[src/hdl/ctrl_settings.svh]
`ifndef CTRL_SETTINGS_SVH
`define CTRL_SETTINGS_SVH

// opcode field width of the instruction register
`define CTRL_OPCODE_WIDTH 8

// extra cycles a data memory access needs beyond the first
`define CTRL_MEM_LATENCY 1

`endif

[src/hdl/ctrlPkg.sv]
`default_nettype none

`include "ctrl_settings.svh"

package ctrlPkg;

    typedef enum logic [`CTRL_OPCODE_WIDTH-1:0] {
        NOP      = 'd0,
        ENDOP    = 'd1,
        CLAC     = 'd2,
        LDIAC    = 'd3,
        LDAC     = 'd4,
        STR      = 'd5,
        STIR     = 'd6,
        JUMP     = 'd7,
        JMPNZ    = 'd8,
        JMPZ     = 'd9,
        MUL      = 'd10,
        ADD      = 'd11,
        SUB      = 'd12,
        INCAC    = 'd13,
        MV_RL_AC = 'd14,
        MV_RP_AC = 'd15,
        MV_RQ_AC = 'd16,
        MV_RC_AC = 'd17,
        MV_R_AC  = 'd18,
        MV_R1_AC = 'd19,
        MV_AC_RP = 'd20,
        MV_AC_RQ = 'd21,
        MV_AC_RL = 'd22
    } instrOp_t;

    typedef enum logic [2:0] {
        aluIdle, aluClr, aluPass, aluAdd, aluSub, aluMul, aluInc
    } aluOp_t;

    typedef logic [3:0] incReg_t;   // {PC, RC, RP, RQ}

    localparam incReg_t incNone   = 4'b0000;
    localparam incReg_t incPc     = 4'b1000;
    localparam incReg_t incRcRpRq = 4'b0111;   // pointer walk during MUL

    typedef logic [9:0] wrEnReg_t;  // {AR, R, PC, IR, RL, RC, RP, RQ, R1, AC}

    localparam wrEnReg_t wrEnNone = 10'b00_0000_0000;
    localparam wrEnReg_t wrEnAr   = 10'b10_0000_0000;
    localparam wrEnReg_t wrEnR    = 10'b01_0000_0000;
    localparam wrEnReg_t wrEnPc   = 10'b00_1000_0000;
    localparam wrEnReg_t wrEnIr   = 10'b00_0100_0000;
    localparam wrEnReg_t wrEnRl   = 10'b00_0010_0000;
    localparam wrEnReg_t wrEnRc   = 10'b00_0001_0000;
    localparam wrEnReg_t wrEnRp   = 10'b00_0000_1000;
    localparam wrEnReg_t wrEnRq   = 10'b00_0000_0100;
    localparam wrEnReg_t wrEnR1   = 10'b00_0000_0010;
    localparam wrEnReg_t wrEnAc   = 10'b00_0000_0001;

    typedef enum logic [3:0] {
        busIdle, busDMem, busIr, busAc, busR, busRc, busR1, busRp, busRq, busRl
    } busSel_t;

    // one state for each execute step
    typedef enum logic [4:0] {
        Idle, Fetch, Decode,
        NopExec, ClacExec,
        LdiacOperand, LdiacAddr, LdiacLoad,
        LdacAddr, LdacLoad,
        StrAddr, StrWrite,
        StirOperand, StirAddr, StirWrite,
        JumpLoad, JumpSet, BranchSkip,
        MulExec, AddExec, SubExec, IncacExec,
        MvRlAc, MvRpAc, MvRqAc, MvRcAc, MvRAc, MvR1Ac,
        MvAcRp, MvAcRq, MvAcRl,
        Halt
    } ctrlState_t;

endpackage

`default_nettype wire

[src/hdl/memStepTimer.sv]
`default_nettype none

`include "ctrl_settings.svh"

module memStepTimer #(
    parameter int MEM_LATENCY = `CTRL_MEM_LATENCY
) (
    input  logic clk,
    input  logic rstN,
    input  logic memStep,
    output logic memStepLast
);

    localparam logic [2:0] LOAD_VALUE = 3'(MEM_LATENCY);

    logic [2:0] cyclesLeft;

    always_ff @(posedge clk) begin
        if (!rstN) begin
            cyclesLeft <= LOAD_VALUE;
        end else if (!memStep || memStepLast) begin
            cyclesLeft <= LOAD_VALUE;          // rearm for the next memory step
        end else begin
            cyclesLeft <= cyclesLeft - 3'd1;
        end
    end

    assign memStepLast = memStep && (cyclesLeft == 3'd0);

endmodule

`default_nettype wire

[src/hdl/instrSequencer.sv]
`default_nettype none

module instrSequencer (
    input  logic                clk,
    input  logic                rstN,
    input  logic                start,
    input  ctrlPkg::instrOp_t   instruction,
    input  logic                zOut,
    input  logic                memStepLast,
    output ctrlPkg::ctrlState_t state,
    output logic                memStep,
    output logic                done,
    output logic                ready
);

    ctrlPkg::ctrlState_t stepNext;
    ctrlPkg::ctrlState_t nextState;
    ctrlPkg::ctrlState_t decodeNext;

    always_ff @(posedge clk) begin
        if (!rstN) begin
            state <= ctrlPkg::Idle;
        end else begin
            state <= nextState;
        end
    end

    // states that talk to the data memory
    assign memStep = (state == ctrlPkg::Fetch)        ||
                     (state == ctrlPkg::LdiacOperand) ||
                     (state == ctrlPkg::LdiacLoad)    ||
                     (state == ctrlPkg::LdacLoad)     ||
                     (state == ctrlPkg::StrWrite)     ||
                     (state == ctrlPkg::StirOperand)  ||
                     (state == ctrlPkg::StirWrite)    ||
                     (state == ctrlPkg::JumpLoad);

    // opcode dispatch with the zero flag picking the branch path
    always_comb begin
        case (instruction)
            ctrlPkg::NOP:      decodeNext = ctrlPkg::NopExec;
            ctrlPkg::ENDOP:    decodeNext = ctrlPkg::Halt;
            ctrlPkg::CLAC:     decodeNext = ctrlPkg::ClacExec;
            ctrlPkg::LDIAC:    decodeNext = ctrlPkg::LdiacOperand;
            ctrlPkg::LDAC:     decodeNext = ctrlPkg::LdacAddr;
            ctrlPkg::STR:      decodeNext = ctrlPkg::StrAddr;
            ctrlPkg::STIR:     decodeNext = ctrlPkg::StirOperand;
            ctrlPkg::JUMP:     decodeNext = ctrlPkg::JumpLoad;
            ctrlPkg::JMPNZ:    decodeNext = !zOut ? ctrlPkg::JumpLoad : ctrlPkg::BranchSkip;
            ctrlPkg::JMPZ:     decodeNext = zOut ? ctrlPkg::JumpLoad : ctrlPkg::BranchSkip;
            ctrlPkg::MUL:      decodeNext = ctrlPkg::MulExec;
            ctrlPkg::ADD:      decodeNext = ctrlPkg::AddExec;
            ctrlPkg::SUB:      decodeNext = ctrlPkg::SubExec;
            ctrlPkg::INCAC:    decodeNext = ctrlPkg::IncacExec;
            ctrlPkg::MV_RL_AC: decodeNext = ctrlPkg::MvRlAc;
            ctrlPkg::MV_RP_AC: decodeNext = ctrlPkg::MvRpAc;
            ctrlPkg::MV_RQ_AC: decodeNext = ctrlPkg::MvRqAc;
            ctrlPkg::MV_RC_AC: decodeNext = ctrlPkg::MvRcAc;
            ctrlPkg::MV_R_AC:  decodeNext = ctrlPkg::MvRAc;
            ctrlPkg::MV_R1_AC: decodeNext = ctrlPkg::MvR1Ac;
            ctrlPkg::MV_AC_RP: decodeNext = ctrlPkg::MvAcRp;
            ctrlPkg::MV_AC_RQ: decodeNext = ctrlPkg::MvAcRq;
            ctrlPkg::MV_AC_RL: decodeNext = ctrlPkg::MvAcRl;
            default:           decodeNext = ctrlPkg::Idle;   // unknown opcode
        endcase
    end

    // step order within each instruction
    always_comb begin
        case (state)
            ctrlPkg::Idle:         stepNext = start ? ctrlPkg::Fetch : ctrlPkg::Idle;
            ctrlPkg::Fetch:        stepNext = ctrlPkg::Decode;
            ctrlPkg::Decode:       stepNext = decodeNext;
            ctrlPkg::LdiacOperand: stepNext = ctrlPkg::LdiacAddr;
            ctrlPkg::LdiacAddr:    stepNext = ctrlPkg::LdiacLoad;
            ctrlPkg::LdacAddr:     stepNext = ctrlPkg::LdacLoad;
            ctrlPkg::StrAddr:      stepNext = ctrlPkg::StrWrite;
            ctrlPkg::StirOperand:  stepNext = ctrlPkg::StirAddr;
            ctrlPkg::StirAddr:     stepNext = ctrlPkg::StirWrite;
            ctrlPkg::JumpLoad:     stepNext = ctrlPkg::JumpSet;
            ctrlPkg::Halt:         stepNext = ctrlPkg::Halt;       // held until reset
            default:               stepNext = ctrlPkg::Fetch;      // last step of an instruction
        endcase
    end

    assign nextState = (memStep && !memStepLast) ? state : stepNext;

    assign done  = (state == ctrlPkg::Halt);
    assign ready = (state == ctrlPkg::Idle);

endmodule

`default_nettype wire

[src/hdl/controlDecoder.sv]
`default_nettype none

module controlDecoder (
    input  ctrlPkg::ctrlState_t state,
    output ctrlPkg::aluOp_t     aluOp,
    output ctrlPkg::incReg_t    incReg,
    output ctrlPkg::wrEnReg_t   wrEnReg,
    output ctrlPkg::busSel_t    busSel,
    output logic                dataMemWrEn,
    output logic                zWrEn
);

    always_comb begin
        aluOp       = ctrlPkg::aluIdle;   // inactive unless a step says otherwise
        incReg      = ctrlPkg::incNone;
        wrEnReg     = ctrlPkg::wrEnNone;
        busSel      = ctrlPkg::busIdle;
        dataMemWrEn = 1'b0;
        zWrEn       = 1'b0;

        case (state)
            ctrlPkg::Fetch: begin
                wrEnReg = ctrlPkg::wrEnIr;
            end
            ctrlPkg::Decode: begin
                incReg = ctrlPkg::incPc;
                busSel = ctrlPkg::busDMem;
            end
            ctrlPkg::ClacExec: begin
                aluOp   = ctrlPkg::aluClr;
                wrEnReg = ctrlPkg::wrEnAc;
                zWrEn   = 1'b1;
            end
            ctrlPkg::LdiacOperand, ctrlPkg::StirOperand: begin
                wrEnReg = ctrlPkg::wrEnIr;           // operand word into IR
            end
            ctrlPkg::LdiacAddr, ctrlPkg::StirAddr: begin
                incReg  = ctrlPkg::incPc;
                wrEnReg = ctrlPkg::wrEnAr;
                busSel  = ctrlPkg::busIr;
            end
            ctrlPkg::LdiacLoad, ctrlPkg::LdacLoad: begin
                aluOp   = ctrlPkg::aluPass;
                wrEnReg = ctrlPkg::wrEnAc;
                busSel  = ctrlPkg::busDMem;
                zWrEn   = 1'b1;
            end
            ctrlPkg::LdacAddr, ctrlPkg::StrAddr: begin
                wrEnReg = ctrlPkg::wrEnAr;           // AC holds the address
                busSel  = ctrlPkg::busAc;
            end
            ctrlPkg::StrWrite, ctrlPkg::StirWrite: begin
                dataMemWrEn = 1'b1;
            end
            ctrlPkg::JumpLoad: begin
                wrEnReg = ctrlPkg::wrEnIr;
                busSel  = ctrlPkg::busDMem;
            end
            ctrlPkg::JumpSet: begin
                wrEnReg = ctrlPkg::wrEnPc;
                busSel  = ctrlPkg::busIr;
            end
            ctrlPkg::BranchSkip: begin
                incReg = ctrlPkg::incPc;             // step over the target word
            end
            ctrlPkg::MulExec: begin
                aluOp   = ctrlPkg::aluMul;
                incReg  = ctrlPkg::incRcRpRq;
                wrEnReg = ctrlPkg::wrEnAc;
                busSel  = ctrlPkg::busR1;
                zWrEn   = 1'b1;
            end
            ctrlPkg::AddExec: begin
                aluOp   = ctrlPkg::aluAdd;
                wrEnReg = ctrlPkg::wrEnAc;
                busSel  = ctrlPkg::busR;
                zWrEn   = 1'b1;
            end
            ctrlPkg::SubExec: begin
                aluOp   = ctrlPkg::aluSub;
                wrEnReg = ctrlPkg::wrEnAc;
                busSel  = ctrlPkg::busRc;
                zWrEn   = 1'b1;
            end
            ctrlPkg::IncacExec: begin
                aluOp   = ctrlPkg::aluInc;
                wrEnReg = ctrlPkg::wrEnAc;
                zWrEn   = 1'b1;
            end
            ctrlPkg::MvRlAc: begin
                wrEnReg = ctrlPkg::wrEnRl;
                busSel  = ctrlPkg::busAc;
            end
            ctrlPkg::MvRpAc: begin
                wrEnReg = ctrlPkg::wrEnRp;
                busSel  = ctrlPkg::busAc;
            end
            ctrlPkg::MvRqAc: begin
                wrEnReg = ctrlPkg::wrEnRq;
                busSel  = ctrlPkg::busAc;
            end
            ctrlPkg::MvRcAc: begin
                wrEnReg = ctrlPkg::wrEnRc;
                busSel  = ctrlPkg::busAc;
            end
            ctrlPkg::MvRAc: begin
                wrEnReg = ctrlPkg::wrEnR;
                busSel  = ctrlPkg::busAc;
            end
            ctrlPkg::MvR1Ac: begin
                wrEnReg = ctrlPkg::wrEnR1;
                busSel  = ctrlPkg::busAc;
            end
            ctrlPkg::MvAcRp, ctrlPkg::MvAcRq, ctrlPkg::MvAcRl: begin
                aluOp   = ctrlPkg::aluPass;
                wrEnReg = ctrlPkg::wrEnAc;
                zWrEn   = 1'b1;
                busSel  = (state == ctrlPkg::MvAcRp) ? ctrlPkg::busRp :
                          (state == ctrlPkg::MvAcRq) ? ctrlPkg::busRq : ctrlPkg::busRl;
            end
            ctrlPkg::Halt: begin
                busSel = ctrlPkg::busDMem;
            end
            default: begin
            end
        endcase
    end

endmodule

`default_nettype wire

[src/hdl/controlUnit.sv]
`default_nettype none

`include "ctrl_settings.svh"

module controlUnit #(
    parameter int MEM_LATENCY = `CTRL_MEM_LATENCY
) (
    input  logic              clk,
    input  logic              rstN,
    input  logic              start,
    input  ctrlPkg::instrOp_t instruction,
    input  logic              zOut,
    output ctrlPkg::aluOp_t   aluOp,
    output ctrlPkg::incReg_t  incReg,
    output ctrlPkg::wrEnReg_t wrEnReg,
    output ctrlPkg::busSel_t  busSel,
    output logic              dataMemWrEn,
    output logic              zWrEn,
    output logic              done,
    output logic              ready
);

    ctrlPkg::ctrlState_t state;
    logic                memStep;
    logic                memStepLast;

    instrSequencer instrSequencer_i (
        .clk         (clk),
        .rstN        (rstN),
        .start       (start),
        .instruction (instruction),
        .zOut        (zOut),
        .memStepLast (memStepLast),
        .state       (state),
        .memStep     (memStep),
        .done        (done),
        .ready       (ready)
    );

    memStepTimer #(
        .MEM_LATENCY (MEM_LATENCY)
    ) memStepTimer_i (
        .clk         (clk),
        .rstN        (rstN),
        .memStep     (memStep),
        .memStepLast (memStepLast)
    );

    controlDecoder controlDecoder_i (
        .state       (state),
        .aluOp       (aluOp),
        .incReg      (incReg),
        .wrEnReg     (wrEnReg),
        .busSel      (busSel),
        .dataMemWrEn (dataMemWrEn),
        .zWrEn       (zWrEn)
    );

endmodule

`default_nettype wire

[config.mk]
export PLATFORM = sky130hd
export DESIGN_NAME = controlUnit
export DESIGN_NICKNAME = d
export VERILOG_FILES = /design/src/hdl/ctrlPkg.sv /design/src/hdl/memStepTimer.sv /design/src/hdl/instrSequencer.sv /design/src/hdl/controlDecoder.sv /design/src/hdl/controlUnit.sv
export VERILOG_INCLUDE_DIRS = /design/src /design/src/hdl
export SDC_FILE = /design/constraint.sdc
export NUM_CORES = 1
export LEC_CHECK = 0
export BUFFER_PORTS_ARGS = -buffer_cell sky130_fd_sc_hd__clkbuf_2
export CORE_MARGIN = 3
export CORE_UTILIZATION = 57
export DETAILED_ROUTE_END_ITERATION = 6
export GPL_ROUTABILITY_DRIVEN = 0
export GPL_TIMING_DRIVEN = 0
export PLACE_DENSITY = 0.85
export SLEW_MARGIN = 20
export SYNTH_ARGS = -nofsm -noshare
export SYNTH_HDL_FRONTEND = slang
export SYNTH_HIERARCHICAL = 1
export SYNTH_SLANG_ARGS = --single-unit
[constraint.sdc]
create_clock -name clk -period 4.13 [get_ports clk]
set_clock_uncertainty 0.2 [all_clocks]
set_input_delay 0.826 -clock clk [delete_from_list [all_inputs] [get_ports clk]]
set_output_delay 0.826 -clock clk [all_outputs]
set_load 0.01 [all_outputs]
==> results.md <==
Status:
- The run finished with clean final reports.

Critical path:
- The arrival time at the worst endpoint is 3010 ps.
- For the worst flop-to-flop path, the logic depth is 10.
- STA puts the critical path data required time at 4110 ps.
- The worst reg-to-reg setup slack is 1100 ps.
- In this run the critical register-to-register path is captured at instrSequencer_i/state[4].
- The worst setup path is launched from a flop.
- STA classifies the critical path endpoint as a flop.
- The largest fanout on the critical path is 11.
- The startpoint of the worst-slack reg-to-reg timing path is instrSequencer_i/state[3].
- The worst setup path is of the flop to flop kind.

GRT:
- The first-pass GRT wire length is 6170 um.
- The global-route congestion overflow total is 0.
- In the global route stage, overall resource usage came out at 0.234.
- The number of global-route vias before repair was 1,422.
- Entering global routing, the biggest net connects 12 pins.
- The initial antenna violation count is 0.

Finish:
- In the final layout, the multi-input gates occupy 1050 um^2.
- Relative to the synthesized area, the layout overhead comes to 17.1%.
- The fraction of layout cells with a size suffix above 1 is 0.322.
- The register area is 160 um^2.
- The fill cell instance count of the final layout is 202.
- The count of placed standard cells in the final layout, fillers left out is 264.
- The net count of the finished layout is 252.
- The number of inserted diodes is 0.

Die:
- The count of standard-cell rows is 17.
- The core region is 2250 um^2.
- For this configuration, the core starts out at a cell density of 0.616.
- The die outline area is 3060 um^2.
- In this run the count of I/O pins placed on the die edge is 37.
- The horizontal extent of the die is 55.4 um.
- The floorplan step set the die height to 55.4 um.

Clocking:
- The clock root buffer master is sky130_fd_sc_hd__clkbuf_4.
- The number of H-tree branching levels is 1.
- After clock tree synthesis, the repair step resized 0 gates.
- For this design, the CTS-stage hold fixing added 0 buffers.
- No sink is reached through more buffers than the 2 on the longest clock path.
- The buffer count from post-CTS setup fixing is 0.
- The TritonCTS clock tree is built.
- The clock reaches the later pin of the worst-skew pair after 260 ps.
- The clock-pin slew on the worst setup and hold paths is 60 ps.
- The number of sinks handled by clock tree synthesis is 8.
- Clock tree synthesis inserted a total of 3 buffers.

Logic synthesis:
- For this run, the register share of the synthesized area comes to 0.115.
- Of the total synthesized cell area, the portion taken by XOR and XNOR cells is 0.0180.
- Of all flip-flops after synthesis, the portion carrying an async set or reset was 0.
- Among all flip-flop cells after synthesis, the most frequent one is sky130_fd_sc_hd__dfxtp_1.
- The post-synthesis cell count is 197.
- The area share of and/or/nand/nor cells after synthesis is 0.398.
- After synthesis, the mean cell area works out to 7.05 um^2.
- The compound-cell area share of the yosys netlist is 0.320.
- The fraction of synthesized area in multiplexers is 0.
- The net count of the mapped netlist is 211.
- The count of flip-flops with a built-in enable after synthesis is 0.
- The cell area that synthesis handed to floorplanning was 1390 um^2.
- For this run, the number of Yosys warnings is 6.
- The distinct cell type count of the synthesized netlist is 61.
- The cell taking the most area after synthesis is sky130_fd_sc_hd__dfxtp_1.
- The largest family of logic cells by synthesized area is simple AND/OR/NAND/NOR gates.
- The commonest cells after synthesis are 22 x sky130_fd_sc_hd__nand2_1, 14 x sky130_fd_sc_hd__nor2_1, 12 x sky130_fd_sc_hd__nand2b_1, 11 x sky130_fd_sc_hd__a21oi_1.
- After synthesis the netlist holds a flip-flop and latch count of 8.
- By instance count, the leading cell after synthesis is sky130_fd_sc_hd__nand2_1.
- The share of Yosys cell area claimed by the top area cell type is 0.115.
- The adder and majority gate portion of the synthesized area is 0.0180.
- Sorting the synthesized cells by area gives the leading types as sky130_fd_sc_hd__dfxtp_1 12%, sky130_fd_sc_hd__nand2_1 5.9%, sky130_fd_sc_hd__nand2b_1 5.4%, sky130_fd_sc_hd__a21oi_1 4.0%, sky130_fd_sc_hd__buf_4 3.8%.

Power:
- The total chip power is 0.232 mW.
- Power spread over the standard cell area amounts to 143 nW/um^2.
- The leakage component of the power is 0.685 nW.
- The peak ir drop on the vdd network is 114 uV.

STA:
- Setup violations remaining at the end of the flow were counted as 0.
- In the finished design, the share of the clock period the worst path needs comes to 0.734.
- The final hold violation count is 0.
- The worst-case hold slack is 204 ps.
- Setup repair after global routing left no endpoint under its margin.
- The clock period minus final worst setup slack is 3030 ps.
- The relative max-transition margin is 0.641.
- The final setup TNS is 0 ps.
- The fmax is 330 MHz.
- The max-slew violation total from the final report was 0.
- For the pin with the worst max-slew slack, the measured transition is 537 ps.

Detailed routing:
- The total number of vias is 1,624.
- The detailed router's first-iteration violation count is 55.
- The average via count per standard cell is 6.15.
- For this block, the routed nets add up to 3660 um of wire.
- The detailed-router iteration count before antenna repair is 4.
- For this run, design rule violations remaining after detail routing come to 0.
- The average wire length per cell after detail routing is 13.9 um.
- The number of antenna-violating nets in the routed design is 0.

Min path:
- The worst min-delay path startpoint is memStepTimer_i/cyclesLeft[0].
- The worst min-delay path category is flop to flop.
- Along the worst hold path, the cell count comes to 1.
- The worst hold path terminates at memStepTimer_i/cyclesLeft[0].

Placed design:
- After detailed placement, the design holds a cell count of 261.
- Input and output buffers added on the ports amount to 36.
- The half-perimeter wire length after detailed placement is 2810 um.

Flow run:
- The reported max-cap violation count is 0.
## how the worst max path moves through the flow
stage                               from                        end  slack, ps  cells past startpoint
6_report       instrSequencer_i/state[3]  instrSequencer_i/state[4]       1100                     10
5_1_grt        instrSequencer_i/state[3]  instrSequencer_i/state[4]        770                     10
4_1_cts        instrSequencer_i/state[3]  instrSequencer_i/state[4]       1120                     10
3_5_place_dp   instrSequencer_i/state[3]  instrSequencer_i/state[4]       1140                     10
3_3_place_gp   instrSequencer_i/state[3]  instrSequencer_i/state[4]       1250                     10
2_1_floorplan  instrSequencer_i/state[3]  instrSequencer_i/state[4]       1570                     10
## layout make-up
| type | count | share of cell area |
|---|---|---|
| clock buffer | 3 | 0.0138 |
| buffer | 20 | 0.0885 |
| inverter | 10 | 0.0231 |
| timing repair buffer | 36 | 0.111 |
| multi-input combinational | 159 | 0.644 |
| sequential | 8 | 0.0985 |
| tap | 28 | 0.0215 |
## state kept, by name, summed over array words and instances (netlist names)
signal                     cells
instrSequencer_i/state         5
memStepTimer_i/cyclesLeft      3
## metal layers
metal | share of wire | up-vias | wire length (um) | global-route usage
li1 | - | 799 | - | -
met1 | 0.43 | 738 | 1560 | 0.292
met2 | 0.49 | 79 | 1800 | 0.404
met3 | 0.065 | 8 | 237 | 0.0327
met4 | 0.017 | 0 | 64 | 0.0868
met5 | 0 | - | 0 | 0
## cells in the final DEF (no fill, tap or decap), types with 3 or more instances in the layout
master	instances
sky130_fd_sc_hd__nand2b_1	12
sky130_fd_sc_hd__a2bb2oi_1	3
sky130_fd_sc_hd__nand3_1	7
sky130_fd_sc_hd__nand3b_1	3
sky130_fd_sc_hd__nor2_1	14
sky130_fd_sc_hd__o22ai_1	3
sky130_fd_sc_hd__inv_1	7
sky130_fd_sc_hd__nor3b_1	4
sky130_fd_sc_hd__inv_2	3
sky130_fd_sc_hd__buf_6	3
sky130_fd_sc_hd__nor3_1	7
sky130_fd_sc_hd__a31oi_1	3
sky130_fd_sc_hd__o21ai_0	7
sky130_fd_sc_hd__a21oi_1	11
sky130_fd_sc_hd__buf_4	7
sky130_fd_sc_hd__clkbuf_4	3
sky130_fd_sc_hd__dfxtp_1	8
sky130_fd_sc_hd__o211ai_1	6
sky130_fd_sc_hd__nand2_1	22
sky130_fd_sc_hd__o21ai_1	6
sky130_fd_sc_hd__clkbuf_2	36
sky130_fd_sc_hd__buf_2	8
## worst max-delay path, cell delays in order, from the launching register on
cell	delay (ps)
sky130_fd_sc_hd__dfxtp_1	520
sky130_fd_sc_hd__buf_2	290
sky130_fd_sc_hd__a21oi_1	110
sky130_fd_sc_hd__a2111oi_2	560
sky130_fd_sc_hd__inv_1	90
sky130_fd_sc_hd__nor2_1	360
sky130_fd_sc_hd__and3_1	240
sky130_fd_sc_hd__nand2b_1	110
sky130_fd_sc_hd__o22ai_1	80
sky130_fd_sc_hd__o21ai_1	210
sky130_fd_sc_hd__nor3b_1	200
## metrics by stage
| stage | area, um^2 | utilization | setup slack (ps) |
|---|---|---|---|
| 3_5_place_dp | 1600 | 0.711 | 1140 |
| 3_3_place_gp | 1600 | 0.711 | 1250 |
| 6_report | 1630 | 0.721 | 1100 |
| 4_1_cts | 1630 | 0.721 | 1120 |
| 2_1_floorplan | 1390 | - | 1570 |
| 5_1_grt | 1630 | 0.721 | 771 |
## kinds of logic (layout without fill, tap and decap cells)
kind of cell	count (synthesis)	after routing
simple gates	93	93
compound gates	62	62
buf+inv	30	69
flops	8	8
fa+ha+maj	2	2
xor+xnor	2	2
## report_power, final
group	switching [mW]	internal (mW)	leakage [nW]	total, mW
Combinational	0.0511	0.0363	0.606	0.0874
Sequential	0.00367	0.0797	0.0648	0.0833
Clock	0.0278	0.0333	0.0138	0.0611
Total	0.0826	0.149	0.685	0.232
(Power assumes the default switching activity.)
